File: config.mk
export PLATFORM = sky130hd
export DESIGN_NAME = line_reader
export DESIGN_NICKNAME = d
export VERILOG_FILES = /design/src/source/fetch_pkg.sv /design/src/source/line_reader.sv
export SDC_FILE = /design/constraint.sdc
export NUM_CORES = 1
export LEC_CHECK = 0
export ABC_AREA = 0
export BUFFER_PORTS_ARGS = -buffer_cell sky130_fd_sc_hd__buf_2
export CORE_AREA = 2 2 76 78
export DETAILED_ROUTE_END_ITERATION = 6
export DIE_AREA = 0 0 78 80
export PLACE_DENSITY_LB_ADDON = 0.05
export SYNTH_ARGS = -nofsm -noshare
export SYNTH_HDL_FRONTEND = slang
export SYNTH_SLANG_ARGS = --single-unit
File: constraint.sdc
create_clock -name clk -period 2.33 [get_ports clk]
set_clock_uncertainty 0.15 [all_clocks]
set_input_delay 0.466 -clock clk [delete_from_list [all_inputs] [get_ports clk]]
set_output_delay 0.466 -clock clk [all_outputs]
set_load 0.02 [all_outputs]
File: src/source/fetch_pkg.sv
package fetch_pkg;

    localparam int ALEN = 32;       // Fetch address width
    localparam int ILEN = 32;       // Widest instruction the decoder takes
    localparam int PARCEL_W = 16;   // Instructions are built from 16-bit parcels
    localparam int LINE_W = 64;

    // A fetch address splits into tag, index and byte offset
    localparam int OFFSET_BITS = 3;
    localparam int INDEX_BITS = 6;
    localparam int TAG_BITS = ALEN - INDEX_BITS - OFFSET_BITS;
    localparam int LINE_ADDR_W = ALEN - OFFSET_BITS;

    localparam int NUM_LINES = 1 << INDEX_BITS;
    localparam int PARCELS_PER_LINE = LINE_W / PARCEL_W;

    typedef logic [ALEN-1:0] addr_t;
    typedef logic [LINE_ADDR_W-1:0] line_addr_t;  // Fetch address without its offset
    typedef logic [LINE_W-1:0] line_t;
    typedef logic [ILEN-1:0] instr_t;
    typedef logic [PARCEL_W-1:0] parcel_t;

endpackage

File: src/source/line_reader.sv
`timescale 1ns/1ns

module line_reader import fetch_pkg::*; (
    input  logic       clk,
    input  logic       rst,
    input  logic       flush,
    input  logic       rd_req,
    input  line_addr_t rd_line,
    output logic       rd_busy,
    output logic       rd_done,
    output line_t      rd_data,
    output logic       ar_valid,
    output addr_t      ar_addr,
    input  logic       ar_ready,
    input  logic       r_valid,
    input  line_t      r_data,
    output logic       r_ready
);

    typedef enum logic [1:0] {
        RD_IDLE,
        RD_ADDR,
        RD_RESP
    } rd_state_t;

    rd_state_t  state;
    line_addr_t line_q;
    logic       discard;    // Response belongs to a fetch that was redirected away
    logic       resp_done;

    assign resp_done = r_valid && r_ready;

    always_ff @(posedge clk) begin
        if (rst) begin
            state <= RD_IDLE;
        end else begin
            case (state)
                RD_IDLE: begin
                    if (rd_req) begin
                        state <= RD_ADDR;
                    end
                end
                RD_ADDR: begin
                    if (ar_ready) begin
                        state <= RD_RESP;
                    end
                end
                RD_RESP: begin
                    if (r_valid) begin
                        state <= RD_IDLE;
                    end
                end
                default: state <= RD_IDLE;
            endcase
        end
    end

    // A redirect cannot cancel the bus transfer, it only hides the result
    always_ff @(posedge clk) begin
        if (rst) begin
            discard <= 1'b0;
        end else if (resp_done) begin
            discard <= 1'b0;
        end else if (flush && state != RD_IDLE) begin
            discard <= 1'b1;
        end
    end

    always_ff @(posedge clk) begin
        if (rd_req && state == RD_IDLE) begin
            line_q <= rd_line;
        end
    end

    assign rd_busy  = state != RD_IDLE;
    assign ar_valid = state == RD_ADDR;
    assign ar_addr  = {line_q, {OFFSET_BITS{1'b0}}};  // Always line aligned
    assign r_ready  = state == RD_RESP;

    // A flush in the response cycle itself also drops the line
    assign rd_done = resp_done && !discard && !flush;
    assign rd_data = r_data;

endmodule

== Yosys cells after proc, flatten, opt, wreduce, memory -nomap -nowiden ==
Cells that the tools add are included.

* Bits of input ports: 99
* Register bits after elaboration: 32
* Logic and storage cells: 23

* Eq/ne operators: 5
* Reduce and logical (&&, ||, !) cells: 11
* Multiplexer cells: 4

{| class="wikitable"
|+ Operators by type and width
! kind !! number
|-
| 2-bit two-way mux || 3
|-
| 2-bit one-hot mux with 3 select lines || 1
|-
| 1-bit logical AND || 5
|-
| 2-bit inequality test, second input constant || 2
|-
| 3-bit AND reduction || 1
|-
| 2-bit by 1-bit == test with 1-bit output, second input constant || 1
|-
| 2-bit == test, second input constant || 1
|-
| 1-bit logical NOT || 2
|-
| 2-bit logical NOT || 1
|-
| 2-bit by 1-bit inequality test with 1-bit output, second input constant || 1
|-
| 2-bit nonzero test || 1
|-
| 2-bit OR reduction || 1
|}

== Depth between registers and ports, before layout ==
* Depth in word-level cells: 4
* Depth in mapped cells: 2

== Worst setup path after synthesis ==
Ideal clock, no wire load.

* Kind: register to register
* Start: register state[0]
* End: register line_q[0], enable pin
* Cell stages (with the launch flop): 3
* Period minus slack after synthesis: 2.481 ns
* Data arrival time: 1.916 ns
* Path buffers: 0
* Setup slack: -0.151 ns
* Cells stage by stage: dfxtp_1 or2_1 nor2_1

* Cells in the longest elaborated chain, start to end: 2

{| class="wikitable"
|+ RTL lines
! item !! line !! source
|-
| from (decl) || line_reader.sv:26 || <nowiki>rd_state_t state;</nowiki>
|-
| from (signal assigned) || line_reader.sv:35 || <nowiki>state <= RD_IDLE;</nowiki>
|-
| from (signal assigned) || line_reader.sv:40 || <nowiki>state <= RD_ADDR;</nowiki>
|-
| from (signal assigned) || line_reader.sv:45 || <nowiki>state <= RD_RESP;</nowiki>
|-
| 2-bit logical NOT || line_reader.sv:70 || <nowiki>if (rd_req && state == RD_IDLE) begin</nowiki>
|-
| 1-bit logical AND || line_reader.sv:70 ||
|-
| to (signal assigned) || line_reader.sv:71 || <nowiki>line_q <= rd_line;</nowiki>
|-
| to (decl) || line_reader.sv:27 || <nowiki>line_addr_t line_q;</nowiki>
|}

Every way passes these cells.
A chain may end at the register's enable or synchronous reset.

== Final worst setup path ==
* Start: register state[1]
* End: output rd_done

* Cells in the longest elaborated chain, start to end: 4

{| class="wikitable"
|+ RTL lines
! item !! line !! source
|-
| 2-bit == test || line_reader.sv:78 || <nowiki>assign r_ready = state == RD_RESP;</nowiki>
|-
| 1-bit logical AND || line_reader.sv:31 || <nowiki>assign resp_done = r_valid && r_ready;</nowiki>
|-
| 1-bit logical AND (2 in series) || line_reader.sv:81 || <nowiki>assign rd_done = resp_done && !discard && !flush;</nowiki>
|-
| to (decl) || line_reader.sv:10 || <nowiki>output logic rd_done,</nowiki>
|}

Every way passes these cells.

==> results.sh <==
export IMPL_status="finished, final reports clean"
export IMPL_synthToLayoutAreaGrowth_pct=1.46
export IMPL_power_switching_uw=295
export IMPL_power_frac_comb=0.122
export IMPL_fin_crit_ns=1.82
export IMPL_endpoint_kind="output port"
export IMPL_antenna_found_initial=0
export IMPL_seq_area_frac_synth=0.605
export IMPL_chipWidth_um=78
export IMPL_grt_pass1_wl_um=5020
export IMPL_fin_crit_sh=0.781
export IMPL_start_kind="register"
export IMPL_finalNonFillerCells=199
export IMPL_drive_gt1_frac=0.614
export IMPL_power_density_mw_per_mm2=784
export IMPL_p_leak_uw=0.000672
export IMPL_vdd_drop_max_mv=0.177
export IMPL_crit_arrival_ns=1.20
export IMPL_die_area_mm2=0.00624
export IMPL_drc=0
export IMPL_yosys_area_top_type_share=0.566
export IMPL_start_util=0.284
export IMPL_port_buffers=67
export IMPL_track_usage=0.113
export IMPL_synth_compound_area_frac=0.0171
export IMPL_final_cell_mix="buf_2, edfxtp_1, clkbuf_8, conb_1, dfxtp_1"
export IMPL_clkLatencyLatePin_ns=0.27
export IMPL_routed_wl_um=3760
export IMPL_wl_per_cell_um=18.9
export IMPL_slew_viol_final=0
export IMPL_crit_path_top_delay_cell="dfxtp_1"
export IMPL_r2r_slack_ns=0.79
export IMPL_synth_cell_type_count=17
export IMPL_diodes=0
export IMPL_avgSynthCellArea_um2=13.3
export IMPL_rsz0062_at_grt="no"
export IMPL_muxShareOfSynthArea=0
export IMPL_ctsHoldBuffers=0
export IMPL_synth_fa_ha_area_frac=0
export IMPL_postRouteAntennaNets=0
export IMPL_startpoint="state[1]"
export IMPL_synth_xor_area_frac=0
export IMPL_routed_via_count=790
export IMPL_cp_required_ns=1.71
export IMPL_synth_top_cells_by_area="edfxtp_1, buf_4, dfxtp_1, nand2b_1, a221oi_1"
export IMPL_synth_cells=116
export IMPL_cts_tree="done"
export IMPL_clkPwrFrac=0.318
export IMPL_seqPwrFrac=0.559
export IMPL_reg2reg_depth=3
export IMPL_crit_chain="nor2b_2 > and3_1 > buf_2"
export IMPL_p_int_uw=928
export IMPL_fmax_mhz=549
export IMPL_cts_max_level=2
export IMPL_min_path_type="input pin to register"
export IMPL_grt_max_degree=30
export IMPL_setup_viol=0
export IMPL_nets=225
export IMPL_cts_sinks=32
export IMPL_io_pin_count=199
export IMPL_hold_viol_final=0
export IMPL_synth_top_family_by_area="buffers and inverters"
export IMPL_clk_pin_slew_worst_paths_ns=0.06
export IMPL_maxCapViolCount=0
export IMPL_synth_top_area_cell="edfxtp_1"
export IMPL_design_core_area_mm2=0.00541
export IMPL_switching_share=0.241
export IMPL_crit_fanout=7
export IMPL_met1_usage=0.0827
export IMPL_layout_commonest_cell="buf_2"
export IMPL_met2_usage=0.203
export IMPL_met3_usage=0.0894
export IMPL_cts_repair_resize_count=0
export IMPL_finalSetupTns_ns=0
export IMPL_hpwlAfterDp_um=3160
export IMPL_cts_post_setup_buffers_inserted=0
export IMPL_synth_simple_area_share=0.0431
export IMPL_endpoint="rd_done"
export IMPL_first_global_vias=800
export IMPL_cpPeakStageDelay_ns=0.41
export IMPL_top_usage_layer="met2"
export IMPL_grt_ovfl_total=0
export IMPL_vias_per_cell=3.97
export IMPL_routabilityCongestion=0.741
export IMPL_ys_ff_latch=32
export IMPL_r2r_start="state[0]"
export IMPL_dr_pass1_iters=2
export IMPL_drt_iter0_drc=15
export IMPL_syn_area_mm2=0.00154
export IMPL_ctsLongestPathBuffers=2
export IMPL_cts_buffers=5
export IMPL_rr_endpoint="line_q[6]"
export IMPL_rows=27
export IMPL_clockRootBuffer="clkbuf_8"
export IMPL_critical_path_class="register to output port"
export IMPL_fp_dieH_um=80
export IMPL_dp_cells=191
export IMPL_yosysWarnings=0
-- cells in the mapped netlist (all sizes together) --
master / number
a211oi: 1
a21oi: 1
a221oi: 1
and2b: 1
and3: 1
buf: 67
conb: 1
dfxtp: 3
edfxtp: 29
inv: 2
nand2b: 2
nand3b: 1
nor2: 2
nor2b: 1
o21ai: 1
or2: 1
or3b: 1
-- cell families after synthesis --
family,after synthesis
compound gates,4
buf+inv,69
flops,32
other cells,1
simple gates,10
-- power groups by stage --
stage	Combinational [µW]	Clock (µW)	Sequential, µW
3_3_place_gp	153	0	697
6_report	150	389	685
4_1_cts	153	413	685
5_1_grt	162	440	688
2_1_floorplan	197	0	743
3_5_place_dp	153	0	697
-- cell type report --
type                       instances  area [µm²]
clock buffer                       5        68.8
clock inverter                     3        13.8
fill                             572        3840
inverter                           2        7.51
multi-input combinational         17         106
sequential                        32         931
tap                               72        90.1
timing repair buffer              68         343
-- worst min-delay path by stage --
stage                 from         end  slack, ns  cells after the start
4_1_cts         rd_line[5]   line_q[5]       0.20                      1
6_report       rd_line[17]  line_q[17]       0.21                      1
3_3_place_gp       discard     discard       0.34                      2
3_5_place_dp       discard     discard       0.33                      2
5_1_grt         rd_line[5]   line_q[5]       0.19                      1
2_1_floorplan      discard     discard       0.29                      2
-- state kept, by name, indices dropped and copies added, names as in the netlist --
signal and count:
discard 1, state 2, line_q 29
-- metrics by stage --
step / power [µW] / setup slack [ns] / util / hold WS, ns / instance area [µm²]
floorplan: 940 / 0.326 / - / 0.289 / 1550
global placement: 849 / 0.780 / 0.273 / 0.340 / 1480
detailed placement: 850 / 0.767 / 0.273 / 0.332 / 1480
CTS: 1250 / 0.498 / 0.289 / 0.200 / 1560
global route: 1290 / 0.441 / 0.289 / 0.189 / 1560
finish: 1220 / 0.510 / 0.289 / 0.213 / 1560
-- routing by layer --
metal,wire [µm],share of wire
met1,953,0.25
met2,2020,0.54
met3,684,0.18
met4,99,0.026
met5,0,0
-- critical path: cells and delay by family, from the launching register on --
family | cells | cell delay, ns
buf+inv | 1 | 0.16
flops | 1 | 0.41
simple gates | 2 | 0.36
(Power assumes the default switching activity.)
