**src/source/fetch_pkg.sv**
```systemverilog
package fetch_pkg;

    localparam int ALEN = 32;       // Fetch address width
    localparam int ILEN = 32;       // Widest instruction the decoder takes
    localparam int PARCEL_W = 16;   // Instructions are built from 16-bit parcels
    localparam int LINE_W = 64;

    // A fetch address splits into tag, index and byte offset
    localparam int OFFSET_BITS = 3;
    localparam int INDEX_BITS = 6;
    localparam int TAG_BITS = ALEN - INDEX_BITS - OFFSET_BITS;
    localparam int LINE_ADDR_W = ALEN - OFFSET_BITS;

    localparam int NUM_LINES = 1 << INDEX_BITS;
    localparam int PARCELS_PER_LINE = LINE_W / PARCEL_W;

    typedef logic [ALEN-1:0] addr_t;
    typedef logic [LINE_ADDR_W-1:0] line_addr_t;  // Fetch address without its offset
    typedef logic [LINE_W-1:0] line_t;
    typedef logic [ILEN-1:0] instr_t;
    typedef logic [PARCEL_W-1:0] parcel_t;

endpackage

```
**src/source/parcel_aligner.sv**
```systemverilog
`timescale 1ns/1ns

module parcel_aligner import fetch_pkg::*; (
    input  line_t                  line,
    input  logic [OFFSET_BITS-1:0] offset,
    output logic                   is_compressed,
    output logic                   crosses_line,
    output logic                   bad_length,
    output instr_t                 instr,
    output logic [OFFSET_BITS-1:0] next_offset,
    output logic                   next_on_next_line
);

    logic [OFFSET_BITS-2:0] pidx;      // Parcel index within the line
    parcel_t                lo_parcel;
    parcel_t                hi_parcel;
    logic [OFFSET_BITS:0]   next_sum;  // Carry out means the next instruction is on the next line

    assign pidx      = offset[OFFSET_BITS-1:1];
    assign lo_parcel = line[pidx*PARCEL_W +: PARCEL_W];

    always_comb begin
        if (pidx == PARCELS_PER_LINE - 1) begin
            hi_parcel = '0;  // Upper half lives in the following line
        end else begin
            hi_parcel = line[(pidx + 1)*PARCEL_W +: PARCEL_W];
        end
    end

    assign is_compressed = lo_parcel[1:0] != 2'b11;
    assign bad_length    = lo_parcel[4:0] == 5'b11111;  // 48-bit and longer encodings
    assign crosses_line  = !is_compressed && pidx == PARCELS_PER_LINE - 1;
    assign instr         = {hi_parcel, lo_parcel};

    assign next_sum = {1'b0, offset} + (is_compressed ? (OFFSET_BITS+1)'(2) : (OFFSET_BITS+1)'(4));
    assign next_offset       = next_sum[OFFSET_BITS-1:0];
    assign next_on_next_line = next_sum[OFFSET_BITS];

endmodule

```
**config.mk**
```make
export PLATFORM = sky130hd
export DESIGN_NAME = parcel_aligner
export DESIGN_NICKNAME = d
export VERILOG_FILES = /design/src/source/fetch_pkg.sv /design/src/source/parcel_aligner.sv
export SDC_FILE = /design/constraint.sdc
export NUM_CORES = 1
export LEC_CHECK = 0
export ABC_AREA = 1
export ABC_CLOCK_PERIOD_IN_PS = 2100
export BUFFER_PORTS_ARGS = -buffer_cell sky130_fd_sc_hd__buf_2
export CAP_MARGIN = 30
export CORE_MARGIN = 2
export CORE_UTILIZATION = 37
export DETAILED_ROUTE_END_ITERATION = 6
export PLACE_DENSITY_LB_ADDON = 0.12
export SYNTH_ARGS = -nofsm -noshare
export SYNTH_HDL_FRONTEND = slang
export SYNTH_SLANG_ARGS = --single-unit
```
**constraint.sdc**
```tcl
create_clock -name vclk -period 2.1
set_input_delay 0.21 -clock vclk [all_inputs]
set_output_delay 0.21 -clock vclk [all_outputs]
set_load 0.01 [all_outputs]
```
# [Yosys cells after proc, flatten, opt, wreduce, memory -nomap -nowiden]
# Cells that the tools add are included.
[word_totals] latch_bits=0 output_inout_bits=39 ff_bits=0 memories=0 input_bits=67 word_cells=11 mem_bits_rw=0 mem_bits_ro=0
[classes] add_sub_neg=2 n_reduce_logical=2 mux=2 n_mul=0 n_shift=2 n_div=0 n_eq_ne=3 n_bitwise=0 magnitude_cmp=0
[ops] operator="variable part select 64 x 7 -> 16 bit" count=1
[ops] operator="variable part select 64 x 8 -> 16 bit" count=1
[ops] operator="two-way mux 16 bit" count=1
[ops] operator="equality test 5 bit (second input constant)" count=1
[ops] operator="adder 3 x 3 -> 4 bit" count=1
[ops] operator="adder 2 x 1 -> 3 bit (second input constant)" count=1
[ops] operator="two-way mux 3 bit" count=1
[ops] operator="equality test 2 bit (second input constant)" count=1
[ops] operator="inequality test 2 bit (second input constant)" count=1
[ops] operator="logical AND 1 bit" count=1
[ops] operator="zero test 1 bit" count=1

# [Longest topological paths before layout]
# Gate-level depths: netlist (run 1).
[depth] word_depth=4 mapped_depth=10 mapped_depth_nobuf=8

# [Worst setup path after synthesis (run 1)]
# OpenSTA, ideal clock, no wires.
[synth_timing] path_kind="input port to output port" start="input offset[1]" end="output next_offset[2]" cell_stages=10 required_ns=1.890 path_slack_ns=0.355 path_buffers=2 arrival_ns=1.535 path_cell_list="buf_6 -> inv_6 -> buf_12 -> nand2_2 -> nand3_1 -> nand2_1 -> inv_2 -> nand2_4 -> ha_1 -> fa_1"
[synth_via] elab_chain_len=4
[synth_lines] element="start: declaration" line_no="parcel_aligner.sv:5" rtl="input logic [OFFSET_BITS-1:0] offset,"
[synth_lines] element="variable part select 64 x 7 -> 16 bit" line_no="parcel_aligner.sv:20" rtl="assign lo_parcel = line[pidx*PARCEL_W +: PARCEL_W];"
[synth_lines] element="named net instr[0]" line_no="parcel_aligner.sv:9" rtl="output instr_t instr,"
[synth_lines] element="inequality test 2 bit" line_no="parcel_aligner.sv:30" rtl="assign is_compressed = lo_parcel[1:0] != 2'b11;"
[synth_lines] element="named net is_compressed" line_no="parcel_aligner.sv:6" rtl="output logic is_compressed,"
[synth_lines] element="two-way mux 3 bit" line_no="parcel_aligner.sv:35" rtl="assign next_sum = {1'b0, offset} + (is_compressed ? (OFFSET_BITS+1)'(2) : (OFFSET_BITS+1)'(4));"
[synth_lines] element="adder 3 x 3 -> 4 bit" line_no="parcel_aligner.sv:35"
[synth_lines] element="end: declaration" line_no="parcel_aligner.sv:10" rtl="output logic [OFFSET_BITS-1:0] next_offset,"
# The timed path passes the listed nets, and every way through them passes these cells.

# [Final worst setup path (run 1)]
[layout_timing] start="input offset[1]" end="output next_offset[2]"
[layout_via] elab_chain_len=4
[layout_lines] element="variable part select 64 x 7 -> 16 bit" line_no="parcel_aligner.sv:20"
[layout_lines] element="inequality test 2 bit" line_no="parcel_aligner.sv:30"
[layout_lines] element="two-way mux 3 bit" line_no="parcel_aligner.sv:35"
[layout_lines] element="adder 3 x 3 -> 4 bit (*)" line_no="parcel_aligner.sv:35"
# Every way passes the cells marked *; elsewhere a longest branch is shown, timed or not.

==> summary.md, run 1 <==
| Metric | Value |
|---|---|
| Final cycle utilization of the critical path | `88.5%` |
| Maxcap violations | `0` |
| Final WS setup | `242 ps` |
| Yosys Warn Count | `0` |
| Antenna Violating Nets Remaining | `0` |
| Final Util | `54.5%` |
| Status | `finished, final reports clean` |
| Synthesis-to-layout area growth | `43.0%` |
| CTS Hold Bufs | `0` |
| Register area share after synthesis | `0%` |
| PwrDens | `239 nW/µm²` |
| Core ar. | `2690 µm²` |
| Int Power | `0.000153 W` |
| Initial antenna violation count | `0` |
| Mapped Cells | `196` |
| Starting Density | `38.1%` |
| Setup CP Type | `in -> out` |
| Rows | `19` |
| WL final | `3.28 mm` |
| Sw frac | `56.2%` |
| GPL Wtd Cong | `0.808` |
| # nets final | `357` |
| Top post-synthesis cells by area | `o21ai_0, nor2_1, nand3_1, nand2_1, o22ai_1` |
| Largest net degree at the start of global routing | `36` |
| Antenna cell count | `0` |
| Register area | `0 µm²` |
| Post-CTS setup buffer count | `0` |
| Pleak | `0.823 nW` |
| Fillers | `304` |
| GRT overflow | `0` |
| Vias in the first global route | `1294` |
| Worst EP required | `1890 ps` |
| Area of the multi-input gates | `791 µm²` |
| PostCTS Resize Cnt | `0` |
| Final setup TNS | `0 ps` |
| Slew Viols, Final | `0` |
| Worst slew pin tran | `296 ps` |
| Crit path time final | `1860 ps` |
| Iteration-0 DRC Markers | `77` |
| Hpwl dp | `2.60 mm` |
| First drt pass iteration count | `4` |
| Pre-CTS setup slack | `241 ps` |
| Post-Syn Area per Cell | `5.22 µm²` |
| Seq Cell Count | `0` |
| Synth unique cells | `22` |
| Share of the synthesized area in the top cell type | `20.5%` |
| Share of layout cells above drive strength 1 | `44.1%` |
| Sequential Power Share | `0%` |
| Worst path arrival time | `1650 ps` |
| FMAX | `0.538 GHz` |
| Total die area | `3200 µm²` |
| Final hold vios | `0` |
| Crit end category | `output port` |
| Critical path launch point type | `input port` |
| Worst setup path end | `next_offset[2]` |
| Combinational share of power | `100.0%` |
| Worst vdd ir | `0.156 mV` |
| Aggregate global-route resource usage | `19.4%` |
| Global-route wire length before repair | `5.38 mm` |
| Num ports | `106` |
| Hold Startpoint | `offset[0]` |
| Crit path launch | `offset[1]` |
| Setup-failing EPs final | `0` |
| Clock share of power | `0%` |
| Sw Pwr | `0.000197 W` |
| # clk buffers | `0` |
| Max FO, Critical Path | `14` |
| Total power draw | `0.000350 W` |
| Nets in the synthesized netlist | `265` |
| Via count | `1567` |
| Port-buffer cells | `104` |
| RSZ-0062 raised after global routing | `no` |
| Slew margin rel. | `80.3%` |
| DR DRC count | `0` |
| Drt wl/cell | `10.4 µm` |
| Mapped Area | `1020 µm²` |
| Dominant cell type by area after synthesis | `o21ai_0` |
| DIE HEIGHT | `56.6 µm` |
| Worst min path class | `in -> out` |
| DIE WIDTH | `56.6 µm` |
| Vias per cell | `4.94` |
==> cells in the mapped netlist, types with 2 or more instances <==
cell type,instances
nand3_2,2
clkbuf_1,2
inv_2,3
buf_2,4
nor2_2,2
nand2_2,7
buf_4,6
o21ai_0,42
o22ai_1,11
a21oi_1,3
buf_6,6
inv_1,13
nor2_1,35
nand3_1,22
o21ai_1,12
nand2_1,20
==> worst max-delay path, stage by stage <==
cell and delay, ps:
buf_2 260, nand2_1 110, nand3_2 80, nand2_1 60
inv_2 70, nand2_4 70, ha_1 190, fa_1 470
buf_2 120
==> per-stage QoR <==
step	cells	hold slack, ps	cell area (µm²)
final	317	420	1460
after global routing	317	420	1460
after CTS	317	420	1460
after detailed placement	317	420	1460
after global placement	317	420	1460
after floorplan	196	512	1020
==> cells by family (layout without fill, tap and decap cells) <==
kind of cell | count (synthesis) | count (layout) | share of synthesized area (%)
AO/OA/AOI/OAI | 68 | 68 | 34.6
adder cells (fa/ha/maj) | 2 | 2 | 3.18
buffers and inverters | 37 | 127 | 22.7
AND/OR/NAND/NOR | 89 | 89 | 39.5
==> worst min path at each step <==
stage                                 to  slack, ps  cells after the start
final                     next_offset[0]        420                      0
after global routing      next_offset[0]        420                      0
after CTS                 next_offset[0]        420                      0
after detailed placement  next_offset[0]        420                      0
after global placement    next_offset[0]        420                      0
after floorplan           next_offset[0]        510                      1
==> power by group through the flow <==
stage          clock network, W  registers (W)  logic (W)
2_1_floorplan                 0              0   0.000219
3_3_place_gp                  0              0   0.000351
3_5_place_dp                  0              0   0.000351
4_1_cts                       0              0   0.000353
5_1_grt                       0              0   0.000396
6_report                      0              0   0.000350
==> final cells by class <==
type / count / share of cell area, %
well taps: 31 / 2.65
multi-input cells: 159 / 54.0
inverters: 17 / 4.70
repair buffers: 110 / 38.6
==> layout by cell type, fill, tap and decap left out, drive strengths merged <==
| master | count |
|---|---|
| fa | 1 |
| o22ai | 11 |
| nand3 | 24 |
| nor2 | 37 |
| a21oi | 3 |
| o21ai | 54 |
| inv | 17 |
| nand2 | 28 |
| ha | 1 |
| buf | 110 |
==> per-layer routing <==
layer	up-vias	global-route usage (%)	share of wire, %
met5	-	0	0
met4	0	0	0
met3	0	2.53	9.9
met2	71	33.9	44
met1	656	26.8	46
li1	840	-	-
Power figures use the tool's default switching activity.
==> run 2, diff against run 1 <==
- CORE_ASPECT_RATIO: unset -> 2
==> run 2 against run 1 <==
Against the previous run:
- wire length is 10% higher
- cell area is 0.68% lower
- sequential share of layout area stayed put
- critical endpoint unchanged
- first-iteration DRC count is 56% lower
==> summary.md, run 2 (same netlist as run 1, synthesis figures left out) <==
| Metric | Value |
|---|---|
| Post-route cell area | `1450 µm² (-0.68%)` |
| Core ar. | `2700 µm² (+0.61%)` |
| # nets final | `356 (-0.28%)` |
| PwrDens | `241 nW/µm² (+0.87%)` |
| Via count | `1588 (+1.3%)` |
| WL final | `3.63 mm (+10%)` |
| Iteration-0 DRC Markers | `34 (-56%)` |
| Final WS setup | `261 ps (+18.8 ps)` |
| Synthesis-to-layout area growth | `42.1%` |
| Slew Viols, Final | `0 (unchanged)` |
| Total power draw | `0.000351 W (+0.18%)` |
| Max incr delay on CP | `470 ps (about the same)` |
| DIE WIDTH | `41.2 µm (-27%)` |
| Crit end category | `output port` |
| Num ports | `106 (unchanged)` |
| Initial antenna violation count | `0 (unchanged)` |
| Area of the multi-input gates | `791 µm² (unchanged)` |
| Final cycle utilization of the critical path | `87.6% (-0.90 points)` |
| Crit-path leading delay family | `adder cells` |
| FMAX | `0.544 GHz (+1.0%)` |
| Port-buffer cells | `104 (unchanged)` |
| Status | `finished, final reports clean` |
| Final hold vios | `0 (unchanged)` |
| Maxcap violations | `0 (unchanged)` |
| PostCTS Resize Cnt | `0 (unchanged)` |
| Slew margin rel. | `79.6% (-0.66 points)` |
| First drt pass iteration count | `4 (unchanged)` |
| Total die area | `3230 µm² (+0.80%)` |
| Antenna cell count | `0 (unchanged)` |
| Worst min path class | `in -> out` |
| Register area | `0 µm² (unchanged)` |
| Vias per cell | `5.06 (+2.3%)` |
| Pre-CTS setup slack | `252 ps (+10.3 ps)` |
| DIE HEIGHT | `78.4 µm (+38%)` |
| GPL Wtd Cong | `0.821 (+1.5%)` |
| Commonest non-fill, non-tap cell in the layout | `buf_2` |
| Final setup TNS | `0 ps (unchanged)` |
| Post-CTS setup buffer count | `0 (unchanged)` |
| Worst EP required | `1890 ps (about the same)` |
| GRT overflow | `0 (unchanged)` |
| Max FO, Critical Path | `14 (unchanged)` |
| Worst path bufs/invs | `3 (unchanged)` |
| DR DRC count | `0 (unchanged)` |
| Starting Density | `37.9% (-0.23 points)` |
| Dpl cell area | `1450 µm² (-0.68%)` |
| Worst vdd ir | `0.118 mV (-25%)` |
| Rows | `27 (+8)` |
| Seq Cell Count | `0 (unchanged)` |
| Setup-failing EPs final | `0 (unchanged)` |
| Share of layout cells above drive strength 1 | `43.9% (-0.20 points)` |
| Global-route wire length before repair | `5.58 mm (+3.9%)` |
| Aggregate global-route resource usage | `22.7% (+3.4 points)` |
| Antenna Violating Nets Remaining | `0 (unchanged)` |
| Hpwl dp | `2.91 mm (+12%)` |
| Largest net degree at the start of global routing | `36 (unchanged)` |
| Vias in the first global route | `1429 (+10%)` |
| Most frequent cells in the layout | `buf_2, o21ai_0, nor2_1` |
| CP max stage cell | `fa_1` |
| Worst slew pin tran | `306 ps (+9.89 ps)` |
| Pleak | `0.818 nW (-0.58%)` |
| Setup CP Type | `in -> out` |
| Fillers | `320 (+5.3%)` |
| Crit path time final | `1840 ps (-18.8 ps)` |
| Critical path launch point type | `input port` |
| Drt wl/cell | `11.5 µm (+12%)` |
| # clk buffers | `0 (unchanged)` |
| CTS Hold Bufs | `0 (unchanged)` |
| Crit-path cells | `buf_2 -> nand2_1 -> nand3_2 -> nand2_1 -> inv_2 -> nand2_4 -> ha_1 -> fa_1 -> buf_2` |
| RSZ-0062 raised after global routing | `no` |
| Worst path arrival time | `1630 ps (-20 ps)` |
==> run 2: worst paths after layout <==
kind                   from             end  cells past startpoint  slack [ps]
setup / recovery  offset[1]  next_offset[2]                      9         260
hold / removal    offset[0]  next_offset[0]                      0         420
==> run 2: layout make-up <==
class / count / share of cell area, %
Inverter: 17 / 4.73
Multi-Input combinational cell: 159 / 54.4
Tap cell: 29 / 2.50
Timing Repair Buffer: 109 / 38.4
==> run 2: stage by stage <==
step | util, % | hold slack, ps | cells
2_1_floorplan | - | 512 | 196
3_3_place_gp | 53.8 | 420 | 314
3_5_place_dp | 53.8 | 420 | 314
4_1_cts | 53.8 | 420 | 314
5_1_grt | 53.8 | 420 | 314
6_report | 53.8 | 420 | 314
==> run 2: where the power goes <==
group	total, W	internal [W]	switching, W	leakage, nW
Clock	0	0	0	0
Combinational	0.000351	0.000152	0.000199	0.818
Sequential	0	0	0	0
==> run 2: layer usage <==
| layer | vias to the layer above | GRT usage (%) | routed length [µm] |
|---|---|---|---|
| met4 | 0 | 3.55 | 72 |
| met2 | 65 | 45.2 | 2060 |
| li1 | 837 | - | - |
| met5 | - | 0 | 0 |
| met3 | 6 | 0 | 198 |
| met1 | 680 | 23.9 | 1290 |
