`config.mk`:
```
export PLATFORM = sky130hd
export DESIGN_NAME = fetch_control
export DESIGN_NICKNAME = d
export VERILOG_FILES = /design/src/source/fetch_pkg.sv /design/src/source/fetch_control.sv
export SDC_FILE = /design/constraint.sdc
export NUM_CORES = 1
export LEC_CHECK = 0
export ABC_AREA = 0
export BUFFER_PORTS_ARGS = -buffer_cell sky130_fd_sc_hd__buf_2
export CAP_MARGIN = 5
export CORE_AREA = 5 5 200 202
export CTS_BUF_LIST = sky130_fd_sc_hd__clkbuf_4 sky130_fd_sc_hd__clkbuf_8
export DETAILED_ROUTE_END_ITERATION = 7
export DIE_AREA = 0 0 205 207
export GPL_ROUTABILITY_DRIVEN = 0
export SKIP_CTS_REPAIR_TIMING = 1
export SLEW_MARGIN = 20
export SYNTH_ARGS = -nofsm -noshare
export SYNTH_HDL_FRONTEND = slang
export SYNTH_SLANG_ARGS = --single-unit
export TNS_END_PERCENT = 100
```
`constraint.sdc`:
```
create_clock -name clk -period 3.08 [get_ports clk]
set_input_delay 0.462 -clock clk [delete_from_list [all_inputs] [get_ports clk]]
set_output_delay 0.462 -clock clk [all_outputs]
set_load 0.01 [all_outputs]
```
`src/source/fetch_pkg.sv`:
```
package fetch_pkg;

    localparam int ALEN = 32;       // Fetch address width
    localparam int ILEN = 32;       // Widest instruction the decoder takes
    localparam int PARCEL_W = 16;   // Instructions are built from 16-bit parcels
    localparam int LINE_W = 64;

    // A fetch address splits into tag, index and byte offset
    localparam int OFFSET_BITS = 3;
    localparam int INDEX_BITS = 6;
    localparam int TAG_BITS = ALEN - INDEX_BITS - OFFSET_BITS;
    localparam int LINE_ADDR_W = ALEN - OFFSET_BITS;

    localparam int NUM_LINES = 1 << INDEX_BITS;
    localparam int PARCELS_PER_LINE = LINE_W / PARCEL_W;

    typedef logic [ALEN-1:0] addr_t;
    typedef logic [LINE_ADDR_W-1:0] line_addr_t;  // Fetch address without its offset
    typedef logic [LINE_W-1:0] line_t;
    typedef logic [ILEN-1:0] instr_t;
    typedef logic [PARCEL_W-1:0] parcel_t;

endpackage

```
`src/source/fetch_control.sv`:
```
`timescale 1ns/1ns

module fetch_control import fetch_pkg::*; (
    input  logic                   clk,
    input  logic                   rst,
    input  logic                   flush,
    input  addr_t                  flush_pc,
    input  logic                   out_ready,
    output logic                   out_valid,
    output instr_t                 out_instr,
    output addr_t                  out_addr,
    output addr_t                  out_next_addr,
    output logic                   out_exception,
    output line_addr_t             lk_line,
    input  logic                   hit,
    input  line_t                  hit_data,
    output logic                   wr_en,
    output line_addr_t             wr_line,
    output line_t                  wr_data,
    output logic                   rd_req,
    output line_addr_t             rd_line,
    input  logic                   rd_busy,
    input  logic                   rd_done,
    input  line_t                  rd_data,
    output line_t                  aln_line,
    output logic [OFFSET_BITS-1:0] aln_offset,
    input  logic                   is_compressed,
    input  logic                   crosses_line,
    input  logic                   bad_length,
    input  instr_t                 aln_instr,
    input  logic [OFFSET_BITS-1:0] next_offset,
    input  logic                   next_on_next_line
);

    typedef enum logic [2:0] {
        S_LOOKUP,   // Hit result for the line of pc is due
        S_READ,     // First line missed, waiting for the bus
        S_LOOKUP2,  // Hit result for next_line is due, low parcel is held
        S_READ2,
        S_HALT      // Idle after reset or an illegal length, until a redirect
    } state_t;

    state_t     state, state_d;
    addr_t      pc, pc_d;
    line_addr_t pc_line;
    line_addr_t next_line, next_line_d;  // Line after the one pc points into
    parcel_t    lo_q;
    parcel_t    hi_parcel;
    logic       can_emit;
    logic       first_ok;
    logic       emit, emit_exc;
    instr_t     emit_instr;
    addr_t      emit_next;
    addr_t      step_pc;

    assign pc_line    = pc[ALEN-1:OFFSET_BITS];
    assign can_emit   = !out_valid || out_ready;
    assign aln_line   = (state == S_READ) ? rd_data : hit_data;
    assign aln_offset = pc[OFFSET_BITS-1:0];
    assign step_pc    = {(next_on_next_line ? next_line : pc_line), next_offset};
    assign hi_parcel  = (state == S_READ2) ? rd_data[PARCEL_W-1:0] : hit_data[PARCEL_W-1:0];

    // First parcel available, from the cache or straight from the bus
    assign first_ok = (state == S_LOOKUP && can_emit && hit) || (state == S_READ && rd_done);

    assign rd_line = (state == S_READ2) ? next_line : pc_line;
    assign rd_req  = (state == S_READ || state == S_READ2) && !rd_busy && !flush;
    assign wr_en   = rd_done;
    assign wr_line = rd_line;
    assign wr_data = rd_data;

    always_comb begin
        state_d     = state;
        pc_d        = pc;
        next_line_d = next_line;
        lk_line     = (state == S_LOOKUP2 || state == S_READ2) ? next_line : pc_line;
        emit        = 1'b0;
        emit_exc    = bad_length;
        emit_instr  = is_compressed ? {{(ILEN-PARCEL_W){1'b0}}, aln_instr[PARCEL_W-1:0]}
                                    : aln_instr;
        emit_next   = step_pc;
        if (flush) begin
            state_d     = S_LOOKUP;
            pc_d        = flush_pc;
            next_line_d = flush_pc[ALEN-1:OFFSET_BITS] + 1'b1;
            lk_line     = flush_pc[ALEN-1:OFFSET_BITS];
        end else begin
            case (state)
                S_LOOKUP, S_READ: begin
                    if (first_ok) begin
                        if (bad_length) begin
                            emit    = 1'b1;
                            state_d = S_HALT;
                        end else if (crosses_line) begin
                            state_d = S_LOOKUP2;  // pc stays on the first line
                            lk_line = next_line;
                        end else begin
                            emit    = 1'b1;
                            state_d = S_LOOKUP;
                            pc_d    = step_pc;
                            lk_line = step_pc[ALEN-1:OFFSET_BITS];
                            if (next_on_next_line) begin
                                next_line_d = next_line + 1'b1;
                            end
                        end
                    end else if (state == S_LOOKUP && can_emit) begin
                        state_d = S_READ;  // Miss
                    end
                end
                S_LOOKUP2, S_READ2: begin
                    if ((state == S_LOOKUP2 && hit) || (state == S_READ2 && rd_done)) begin
                        emit        = 1'b1;
                        emit_exc    = 1'b0;
                        emit_instr  = {hi_parcel, lo_q};
                        emit_next   = {next_line, OFFSET_BITS'(ILEN/8 - PARCEL_W/8)};
                        state_d     = S_LOOKUP;
                        pc_d        = emit_next;
                        next_line_d = next_line + 1'b1;
                    end else if (state == S_LOOKUP2) begin
                        state_d = S_READ2;
                    end
                end
                default: state_d = S_HALT;
            endcase
        end
    end

    always_ff @(posedge clk) begin
        if (rst) begin
            state     <= S_HALT;
            out_valid <= 1'b0;
        end else begin
            state <= state_d;
            if (flush) begin
                out_valid <= 1'b0;
            end else if (emit) begin
                out_valid <= 1'b1;
            end else if (out_ready) begin
                out_valid <= 1'b0;  // Accepted with nothing new behind it
            end
        end
    end

    always_ff @(posedge clk) begin
        pc        <= pc_d;
        next_line <= next_line_d;
        if (state_d == S_LOOKUP2) begin
            lo_q <= aln_instr[PARCEL_W-1:0];
        end
        if (emit) begin
            out_instr     <= emit_instr;
            out_addr      <= pc;
            out_next_addr <= emit_next;
            out_exception <= emit_exc;
        end
    end

endmodule

```
---- Word level (Yosys, flattened, before mapping) ----
Cells that the tools add are included.
operators by class
  equal/unequal tests ..................... 9
  add/subtract/negate cells ............... 2
  reductions and logical operators ........ 23
  mux-type cells .......................... 49
operators by type and width
  operator                                                          count
  29-bit two-way mux                                                14
  32-bit two-way mux                                                12
  64-bit two-way mux                                                1
  32-bit case mux with 2 select lines                               1
  29-bit by 1-bit adder with 29-bit output (second input constant)  2
  29-bit case mux with 2 select lines                               1
  3-bit two-way mux                                                 6
  16-bit two-way mux                                                1
  3-bit != test (second input constant)                             5
  1-bit two-way mux                                                 10
  3-bit by 2-bit == test with 1-bit output (second input constant)  3
  1-bit logical AND                                                 7
  3-bit case mux with 2 select lines                                1
  6-bit AND reduction                                               1
  2-bit OR reduction                                                3
  1-bit logical OR                                                  5
  5-bit AND reduction                                               1
  3-bit by 1-bit == test with 1-bit output (second input constant)  1
  1-bit zero test                                                   3
  3-bit zero test                                                   1
  3-bit nonzero test                                                1
  2-bit two-way mux                                                 1
  1-bit case mux with 2 select lines                                1
  2-bit nonzero test                                                1
storage, ports and cells
  output and inout bits ................... 318
  register bits ........................... 178

---- Depth between registers and ports, before layout ----
Gate-level depths: netlist (run 1).
  depth after elaboration ................. 9
  depth in mapped cells ................... 14
  gate-level depth less buffers ........... 8

---- Worst setup path before layout (run 1) ----
No wires, ideal clock.
  kind .................................... input -> register
  start point ............................. input out_ready
  end point ............................... register out_addr[0] (enable)
  stages on the path ...................... 5
  data required time ...................... 2.630 ns
  setup time .............................. 0.450 ns
  arrival ................................. 2.851 ns
  slack ................................... -0.221 ns
  cells stage by stage .................... nand2b_1 -> a22oi_2 -> nor3_1 -> o21ai_0 -> inv_1
on the way
  longest elaborated chain between the ends .. 7
ends and longest elaborated chain
  what                                line                  text
  start, declared                     fetch_control.sv:8    input logic out_ready,
  1-bit logical OR                    fetch_control.sv:57   assign can_emit = !out_valid || out_ready;
  1-bit logical AND (2 in series)     fetch_control.sv:64   assign first_ok = (state == S_LOOKUP && can_emit && hit) || (state == S_READ && rd_done);
  1-bit logical OR                    fetch_control.sv:64
  1-bit two-way mux                   fetch_control.sv:90   if (first_ok) begin
  1-bit case mux with 2 select lines  fetch_control.sv:88   case (state)
  1-bit two-way mux                   fetch_control.sv:82   if (flush) begin
  via emit                            fetch_control.sv:51   logic emit, emit_exc;
  end signal, assigned                fetch_control.sv:152  out_addr <= pc;
  end, declared                       fetch_control.sv:11   output addr_t out_addr,
The timed path passes the listed nets, and every way through them passes these cells.
A chain may end at the register's enable or synchronous reset.

---- Final worst setup path (run 1) ----
  start point ............................. register state[0]
  end point ............................... output lk_line[3]
on the way
  longest elaborated chain between the ends .. 7
  elaborated cells between the ends (all ways) .. 15
ends and longest elaborated chain
  what                                                                         line                                                           text
  start, declared                                                              fetch_control.sv:43                                            state_t state, state_d;
  start signal, assigned                                                       fetch_control.sv:133                                           state <= state_d;
  3-bit by 2-bit == test with 1-bit output or 3-bit zero test (tied branches)  fetch_control.sv:76, fetch_control.sv:64, fetch_control.sv:88
  1-bit logical OR or 1-bit logical AND (tied branches)                        fetch_control.sv:76, fetch_control.sv:64
  29-bit two-way mux or 1-bit logical AND (tied branches)                      fetch_control.sv:76, fetch_control.sv:64
  29-bit two-way mux or 1-bit logical OR (tied branches)                       fetch_control.sv:91, fetch_control.sv:64
  29-bit two-way mux                                                           fetch_control.sv:90
  29-bit two-way mux (*)                                                       fetch_control.sv:88
  29-bit two-way mux (*)                                                       fetch_control.sv:82
  end, declared                                                                fetch_control.sv:14                                            output line_addr_t lk_line,
Every way passes the cells marked *; elsewhere a longest branch is shown, timed or not.

==> results of run 1 <==
## Yosys cell counts, types with 2 or more instances
cell type  count  share of area [%]
nor2b_1       59                3.4
nand4b_1       6               0.48
nand2_1       31                1.1
clkbuf_1      20               0.69
o21bai_1       3               0.21
xor2_1        16                1.3
inv_1          5               0.17
nor4_1        31                1.8
buf_4         98                6.8
nor2_1        75                2.6
a22oi_2        2               0.23
xnor2_1       15                1.2
a31oi_1        2               0.12
nand3_1        8               0.37
a211oi_1      57                3.9
nor3b_1        2               0.14
mux2i_1       41                3.8
a21oi_1        6               0.28
buf_1          4               0.14
dfxtp_1        4               0.74
o21ai_0       26                1.2
nor3_1         3               0.14
mux2_2       140                 15
nand2b_1       7               0.40
edfxtp_1     174                 48
nand4_1        6               0.35
nand3b_1      17                1.2
buf_2         29                1.3
buf_6          5               0.52
and2_1         4               0.23
nand4_2        4               0.46
## cell families after synthesis
kind of cell | synth area share [%]
and+or+nand+nor | 13.4
muxes | 18.3
DFF | 48.8
buffers and inverters | 9.62
AOI/OAI and AO/OA | 7.24
xor gates and xnor gates | 2.50
adders and majority gates | 0.115
## cell type report
| type | count | area [sq um] |
|---|---|---|
| fillers | 3831 | 24300 |
| flip-flops and latches | 178 | 5310 |
| multi-input cells | 583 | 4580 |
| repair buffers | 550 | 2900 |
| well taps | 518 | 648 |
| clock buffers | 20 | 263 |
| clock inverters | 12 | 98.8 |
| inverters | 5 | 22.5 |
| diodes | 5 | 12.5 |
## placed cells by master, fill, tap and decap left out, drive strengths merged, types with 18 or more instances in the layout
master	Yosys	layout
mux2	140	140
nor4	31	31
edfxtp	174	174
nor2	75	75
a211oi	57	57
o21ai	26	26
nor2b	60	60
nand2	31	31
clkbuf	20	20
nand3b	18	18
mux2i	41	41
buf	136	550
## report_power, final
part	total [mW]	internal [mW]	switching [mW]	leakage, nW
registers	2.93	2.80	0.127	1.66
logic	1.15	0.510	0.638	3.84
clock network	1.57	0.614	0.957	0.187
total	5.65	3.93	1.72	5.68
## per-layer routing
metal	up-vias	global-route usage, %	share of wire [%]
li1	4150	-	-
met1	4352	26.9	44
met2	457	28.6	45
met3	30	5.46	10
met4	0	3.95	1.0
met5	-	0	0
## final timing paths
path / startpoint / end / slack [ps] / cells past startpoint
setup reg to reg: next_line[1] / next_line[22] / 550 / 7
setup / recovery: state[0] / lk_line[3] / 220 / 7
hold / removal: aln_instr[6] / lo_q[6] / 170 / 1
hold reg to reg: pc[2] / out_addr[2] / 460 / 0
## per-stage QoR
stage / util [%] / worst slack, ps
final: 36.3 / 224
after global routing: 36.3 / 54.4
after global placement: 35.3 / 247
after CTS: 36.2 / -125
after floorplan: - / 45.8
after detailed placement: 35.3 / 196
## worst reg2reg max path: cells and delay by family (launching register included)
kind,cells,cell delay [ps]
AOI/OAI and AO/OA,1,400
xor gates and xnor gates,1,140
adders and majority gates,1,200
and+or+nand+nor,3,770
DFF,1,530
muxes,1,220
## state kept, by name, summed over array words and instances, names as in the netlist
name	count
out_instr	32
out_valid	1
out_exception	1
out_next_addr	32
next_line	29
out_addr	32
state	3
lo_q	16
pc	32
==> impl_metrics.csv, run 1 <==
group,metric,value,unit
clock_tree,htreeDepth,4,
yosys,synth_cell_types,53,
yosys,synthCells,922,
floorplanning,pin_count,524,
sta,finClkSkew,16.1,ps
yosys,ys_seq_area_share,48.8,%
worst_setup_path,slowest_stage,"o31a_2",
final_layout,syn_to_final_growth,27.3,%
global_route,grt_pass1_vias,8678,
clock_tree,cts_made_buffers,17,
floorplanning,chipHeight,207,microns
worst_setup_path,start_kind,"register",
sta,tightestPinTransition,584,ps
final_layout,final_area,13800,sq um
sta,drv_slew,0,
hold_path,hold_class,"input port to register",
floorplanning,core_area,38100,sq um
pwr,power.leakage,5.68,nW
run,drv_cap,0,
sta,finalSetupViolCount,0,
place,dp_hpwl,33.4,mm
sta,holdWs,166,ps
drt,ant_nets,0,
global_route,globalRoute.totalOverflow,0,
sta,rsz0062_at_grt,"no",
pwr,ir_drop,0.244,mV
floorplanning,die_x,205,microns
yosys,synth_enable_flop_cells,174,
place,placed_cells,1834,
place,io_buffer_count,523,
yosys,avgSynthCellArea,11.8,sq um
worst_setup_path,path_cells,"nor2b_2, a22oi_2, o31a_2, or2_4, buf_4, a211oi_1, buf_2",
drt,drc,0,
sta,finalCriticalPeriod,2860,ps
final_layout,fin_nets,1542,
floorplanning,rows,72,
sta,hold_violations,0,
worst_setup_path,end_kind,"output port",
floorplanning,die_area,42400,sq um
global_route,antenna_found_initial,12,
worst_setup_path,arrival,2390,ps
drt,first_pass_iters,6,
global_route,grt_pass1_wl,59.7,mm
clock_tree,clk_latency,490,ps
sta,timing.fmax,350,MHz
sta,period_share,92.7,%
yosys,synth_seq_cells,178,
worst_setup_path,path_buf_inv,2,
place,placed_cell_area,13400,sq um
drt,drt-initial-drc-count,682,
yosys,synth_area,10900,sq um
drt,routed_wl,42.3,mm
final_layout,drive_above_1_share,55.5,%
worst_setup_path,cp_max_fo,12,
sta,fin_tns_setup,0,ps
floorplanning,initial_core_util,28.5,%
status,outcome,"completed",
pwr,power_density,408,nW/um^2
worst_setup_path,cp.required,2620,ps
drt,wl_per_cell,22.6,microns
yosys,ys.flop_type,"edfxtp_1",
worst_setup_path,path_delay_family,"compound AO/OA/AOI/OAI gates",
clock_tree,cts_tree,"built",
sta,slew-limit-headroom,61.1,%
global_route,grt_max_degree,65,
final_layout,fin_cells,1871,
yosys,async_flop_share,0,%
clock_tree,cts_buffer_depth,2,
worst_setup_path,worstSetupPathType,"register to output port",
yosys,syn_nets,1129,
pwr,power,5.65,mW
drt,routed_via_density,4.80,
yosys,yosys_warnings,0,
clock_tree,clock-sinks,178,
global_route,grt_usage,18.9,%
drt,vias,8989,
worst_setup_path,cpPeakStageDelay,380,ps
clock_tree,path_clk_slew,100,ps
clock_tree,cts_root_buffer,"clkbuf_8",
No activity file was read; power rests on OpenSTA's default activity.
==> inputs of run 2 (changes only) <==
--- a/config.mk
+++ b/config.mk
@@ -13,6 +13,7 @@
 export DETAILED_ROUTE_END_ITERATION = 7
 export DIE_AREA = 0 0 205 207
 export GPL_ROUTABILITY_DRIVEN = 0
+export GPL_TIMING_DRIVEN = 0
 export SKIP_CTS_REPAIR_TIMING = 1
 export SLEW_MARGIN = 20
 export SYNTH_ARGS = -nofsm -noshare
==> constraint.sdc (replaced) <==
create_clock -name clk -period 3.08 [get_ports clk]
set_input_delay 0.462 -clock clk [delete_from_list [all_inputs] [get_ports clk]]
set_output_delay 0.462 -clock clk [all_outputs]
set_load 0.05 [all_outputs]
==> run 2 against run 1 <==
Via count is 8.5% higher. Setup slack worse by 130 ps. Critical path depth fell by 1. Maximum frequency shrank 4.5%. Worst hold slack lost 3.2 ps. Sequential power hardly changed. Utilization up 3.3 points. Flip-flop and latch count did not move. Routed wire length grew 10%. Clock power is 17% higher.
==> impl_metrics.csv, run 2 (same netlist as run 1, synthesis figures left out) <==
group,metric,value,unit
status,outcome,"completed",
sta,timing.fmax,334,MHz
floorplanning,initial_core_util,28.5,%
floorplanning,pin_count,524,
final_layout,syn_to_final_growth,38.9,%
place,dp_hpwl,38.1,mm
floorplanning,chipHeight,207,microns
pwr,power.share.clock,26.9,%
pwr,intPower,4.29,mW
sta,hold_violations,0,
sta,finalCriticalPeriod,2990,ps
sta,period_share,97.1,%
clock_tree,cts_tree,"built",
global_route,grt_usage,21.2,%
run,drv_cap,0,
final_layout,drive_above_1_share,59.8,%
final_layout,seq_area,5310,sq um
final_layout,multiInputGateArea,4770,sq um
place,placed_cells,1968,
floorplanning,die_x,205,microns
clock_tree,cts_buffer_depth,2,
final_layout,final_cell_mix,"518 x buf_2, 174 x edfxtp_1, 140 x mux2_2",
drt,routed_wl,46.7,mm
clock_tree,cts_made_buffers,17,
final_layout,fin_nets,1678,
pwr,seq_power_share,42.9,%
drt,drc,0,
hold_path,hold_class,"input port to register",
drt,drt-initial-drc-count,707,
clock_tree,htreeDepth,4,
sta,finClkSkew,28.5,ps
place,placed_cell_area,14300,sq um
final_layout,final_area,15100,sq um
pwr,ir_drop,0.281,mV
floorplanning,core_area,38100,sq um
pwr,pwr-share-comb,30.2,%
sta,drv_slew,0,
final_layout,final_common_cell,"buf_2",
worst_setup_path,start_kind,"register",
clock_tree,cts_root_buffer,"clkbuf_8",
sta,finalSetupViolCount,0,
pwr,power_density,451,nW/um^2
clock_tree,path_clk_slew,120,ps
drt,routed_via_density,4.86,
sta,slew-limit-headroom,40.1,%
pwr,swShare,36.9,%
floorplanning,rows,72,
sta,setup_slack,89.9,ps
drt,wl_per_cell,23.3,microns
global_route,antenna_found_initial,7,
place,io_buffer_count,523,
worst_setup_path,end_kind,"output port",
drt,first_pass_iters,8,
clock_tree,clock-sinks,178,
worst_setup_path,worstSetupPathType,"register to output port",
floorplanning,die_area,42400,sq um
pwr,power.leakage,6.38,nW
pwr,power.switching,2.51,mW
final_layout,fillers,3757,
drt,ant_nets,0,
global_route,grt_max_degree,35,
worst_setup_path,arrival,2530,ps
worst_setup_path,cp_max_fo,10,
global_route,grt_pass1_wl,67.2,mm
clock_tree,clk_latency,500,ps
sta,fin_tns_setup,0,ps
drt,vias,9756,
worst_setup_path,cp.required,2620,ps
sta,tightestPinTransition,899,ps
global_route,grt_pass1_vias,9826,
global_route,globalRoute.totalOverflow,0,
place,dpl_worst_slack,-830,ps
final_layout,fin_cells,2006,
-- run 2: changes by cell type in the layout (fill, tap and decap cells not counted), moves of 9 or more --
cell,previous run,this run
buf_4,21,116
a211oi_1,57,39
buf_6,1,15
clkbuf_1,0,14
a211oi_2,0,9
a211oi_4,0,9
-- run 2: cell type report --
cell class	count	share of cell area (%)
Multi-Input combinational cell	583	31.6
Clock buffer	18	1.60
Sequential cell	178	35.2
Inverter	5	0.149
Clock inverter	14	1.26
Timing Repair Buffer	532	18.8
Antenna cell	4	0.0663
Tap cell	518	4.29
Buffer	154	7.06
-- run 2: per-stage QoR --
stage | hold WS (ps) | power (mW) | utilization, %
2_1_floorplan | 428 | 4.33 | -
3_3_place_gp | 457 | 4.93 | 37.3
3_5_place_dp | 478 | 4.96 | 37.5
4_1_cts | 95.1 | 6.79 | 38.7
5_1_grt | 103 | 7.06 | 39.6
6_report | 163 | 6.80 | 39.6
-- run 2: path summary, 6_finish.rpt --
check	from	endpoint	slack, ps	cells after the start
worst max-delay path	state[2]	aln_line[27]	90	6
worst min register to register	pc[1]	out_addr[1]	500	0
worst max register to register	next_line[1]	next_line[20]	640	8
worst min-delay path	aln_instr[1]	lo_q[1]	160	1
-- run 2: power by group through the flow --
stage	Sequential (mW)	Combinational [mW]	Clock [mW]
after floorplan	3.03	1.30	0
after global placement	2.97	1.96	0
after detailed placement	2.97	1.99	0
after CTS	2.91	2.00	1.88
after global routing	2.93	2.16	1.97
final	2.92	2.06	1.83
-- run 2: worst max-delay path, stage by stage (launching register included) --
cell	delay, ps
dfxtp_1	360
clkbuf_2	260
nor3b_2	270
buf_4	240
clkbuf_4	270
mux2_2	400
buf_2	230
-- run 2: layer usage --
layer  vias up  global-route usage [%]  share of wire [%]
li1       4422                       -                  -
met1      4788                    27.9                 42
met2       499                    33.1                 46
met3        41                    8.40                 11
met4         6                    4.41                1.1
met5         -                       0              0.088
==> inputs of run 3 (changes only) <==
--- a/config.mk
+++ b/config.mk
@@ -8,12 +8,12 @@
 export ABC_AREA = 0
 export BUFFER_PORTS_ARGS = -buffer_cell sky130_fd_sc_hd__buf_2
 export CAP_MARGIN = 5
-export CORE_AREA = 5 5 200 202
-export CTS_BUF_LIST = sky130_fd_sc_hd__clkbuf_4 sky130_fd_sc_hd__clkbuf_8
+export CORE_AREA = 5 5 202 204
 export DETAILED_ROUTE_END_ITERATION = 7
-export DIE_AREA = 0 0 205 207
+export DIE_AREA = 0 0 207 209
 export GPL_ROUTABILITY_DRIVEN = 0
 export GPL_TIMING_DRIVEN = 0
+export RECOVER_POWER = 25
 export SKIP_CTS_REPAIR_TIMING = 1
 export SLEW_MARGIN = 20
 export SYNTH_ARGS = -nofsm -noshare
==> run 3 against run 2 <==
Via count shrank 0.94%. Maximum frequency fell by 1.3%. Sequential share of layout area rose by 0.21 points. Final area down 0.58%. Critical endpoint is now lk_line[26]. Highest routed layer is now met4. Largest power group unchanged.
==> impl_metrics.csv, run 3 (same netlist as run 1, synthesis figures left out) <==
group,metric,value,unit
sta,setup_slack,51.2,ps
worst_setup_path,slowest_stage,"dfxtp_4",
worst_setup_path,r2r_end,"next_line[22]",
sta,slew-limit-headroom,37.6,%
worst_setup_path,worstSetupPathType,"register to output port",
drt,drt-initial-drc-count,646,
clock_tree,cts_buffer_depth,2,
floorplanning,die_x,207,microns
pwr,seq_power_share,40.7,%
clock_tree,cts_root_buffer,"clkbuf_16",
worst_setup_path,path_cells,"nor2b_2, a22oi_2, o31a_1, or2_4, buf_6, buf_6, a211oi_2, buf_4",
pwr,power.leakage,6.13,nW
floorplanning,pin_count,524,
final_layout,drive_above_1_share,53.0,%
place,dp_hpwl,38.6,mm
sta,tightestPinTransition,939,ps
final_layout,final_common_cell,"buf_2",
floorplanning,die_area,43300,sq um
clock_tree,clock-sinks,178,
global_route,grt_max_degree,31,
drt,wl_per_cell,23.5,microns
sta,timing.fmax,330,MHz
sta,finalCriticalPeriod,3030,ps
final_layout,syn_to_final_growth,38.1,%
drt,routed_wl,47.2,mm
floorplanning,initial_core_util,27.8,%
pwr,ir_drop,0.349,mV
sta,hold_violations,0,
clock_tree,clk_latency,470,ps
place,dpl_worst_slack,-826,ps
place,placed_cells,1975,
clock_tree,cts_made_buffers,17,
worst_setup_path,arrival,2570,ps
drt,routed_via_density,4.81,
final_layout,fin_nets,1677,
worst_setup_path,critPathLaunch,"state[0]",
pwr,power.switching,2.55,mW
worst_setup_path,cp_max_fo,10,
hold_path,hold-path-endpoint,"lo_q[0]",
worst_setup_path,start_kind,"register",
status,outcome,"completed",
worst_setup_path,path_buf_inv,3,
final_layout,fin_cells,2010,
worst_setup_path,path_delay_family,"compound AO/OA/AOI/OAI gates",
drt,vias,9664,
global_route,globalRoute.totalOverflow,0,
pwr,swShare,35.6,%
sta,rsz0062_at_grt,"yes",
global_route,antenna_found_initial,4,
global_route,grt_pass1_vias,9872,
sta,finalSetupViolCount,0,
place,io_buffer_count,523,
worst_setup_path,end_kind,"output port",
worst_setup_path,rrSetupSlack,650,ps
worst_setup_path,timing.rr.start,"next_line[0]",
sta,finClkSkew,20.9,ps
pwr,power_density,478,nW/um^2
pwr,intPower,4.62,mW
floorplanning,rows,73,
clock_tree,htreeDepth,4,
hold_path,holdPathStages,1,
global_route,grt_pass1_wl,67.5,mm
floorplanning,core_area,39100,sq um
pwr,power.share.clock,31.1,%
floorplanning,chipHeight,209,microns
sta,drv_slew,0,
pwr,pwr-share-comb,28.2,%
sta,fin_tns_setup,0,ps
drt,first_pass_iters,7,
worst_setup_path,cpMostUsedCell,"buf_6",
worst_setup_path,reg2reg_depth,8,
global_route,grt_usage,20.8,%
hold_path,worstHoldStart,"aln_instr[0]",
clock_tree,path_clk_slew,80,ps
drt,drc,0,
worst_setup_path,cpPeakStageDelay,390,ps
drt,ant_nets,0,
hold_path,hold_class,"input port to register",
final_layout,final_cell_mix,"428 x buf_2, 174 x edfxtp_1, 140 x mux2_2",
sta,period_share,98.3,%
final_layout,postLayoutCoreUtil,38.4,%
worst_setup_path,cp.required,2620,ps
clock_tree,cts_tree,"built",
run,drv_cap,0,
## run 3: stage by stage
step / hold WS [ps] / power [mW] / area [sq um]
after detailed placement: 441 / 4.96 / 14300
after global placement: 443 / 4.94 / 14200
after global routing: 164 / 7.43 / 15000
final: 187 / 7.17 / 15000
after CTS: 156 / 7.20 / 14900
after floorplan: 428 / 4.33 / 10900
## run 3: worst reg2reg max path, stage by stage, from the launching register on
cell	delay (ps)
edfxtp_1	490
mux2i_1	140
inv_1	80
ha_1	190
and4b_1	300
a2bb2oi_4	300
nand4_2	290
nand2b_1	260
xor2_1	140
## run 3: area by class of cell
type | instances | area [sq um]
diodes | 2 | 5.00
plain buffers | 154 | 1060
clock buffers | 19 | 433
clock inverters | 13 | 135
fillers | 4010 | 24100
inverters | 5 | 22.5
multi-input cells | 583 | 4690
flip-flops and latches | 178 | 5310
well taps | 525 | 657
repair buffers | 531 | 2710
## run 3: how the worst max path moves through the flow
stage | cells after the start | to
finish | 8 | lk_line[26]
CTS | 7 | wr_line[28]
floorplan | 6 | lk_line[10]
detailed placement | 14 | next_line[28]
global route | 8 | lk_line[23]
global placement | 6 | out_addr[6]
## run 3: per-layer routing
| layer | track usage (%) | wire (microns) | vias to the layer above |
|---|---|---|---|
| met2 | 32.4 | 21300 | 440 |
| met5 | 0 | 0 | - |
| li1 | - | - | 4436 |
| met4 | 6.77 | 1290 | 0 |
| met3 | 9.13 | 5270 | 53 |
| met1 | 26.0 | 19300 | 4735 |
## run 3: power by group through the flow
stage	sequential [mW]	clock, mW	combinational, mW
floorplan	3.03	0	1.30
global placement	2.97	0	1.97
detailed placement	2.97	0	2.00
CTS	2.91	2.28	2.00
global route	2.93	2.37	2.13
finish	2.92	2.23	2.02
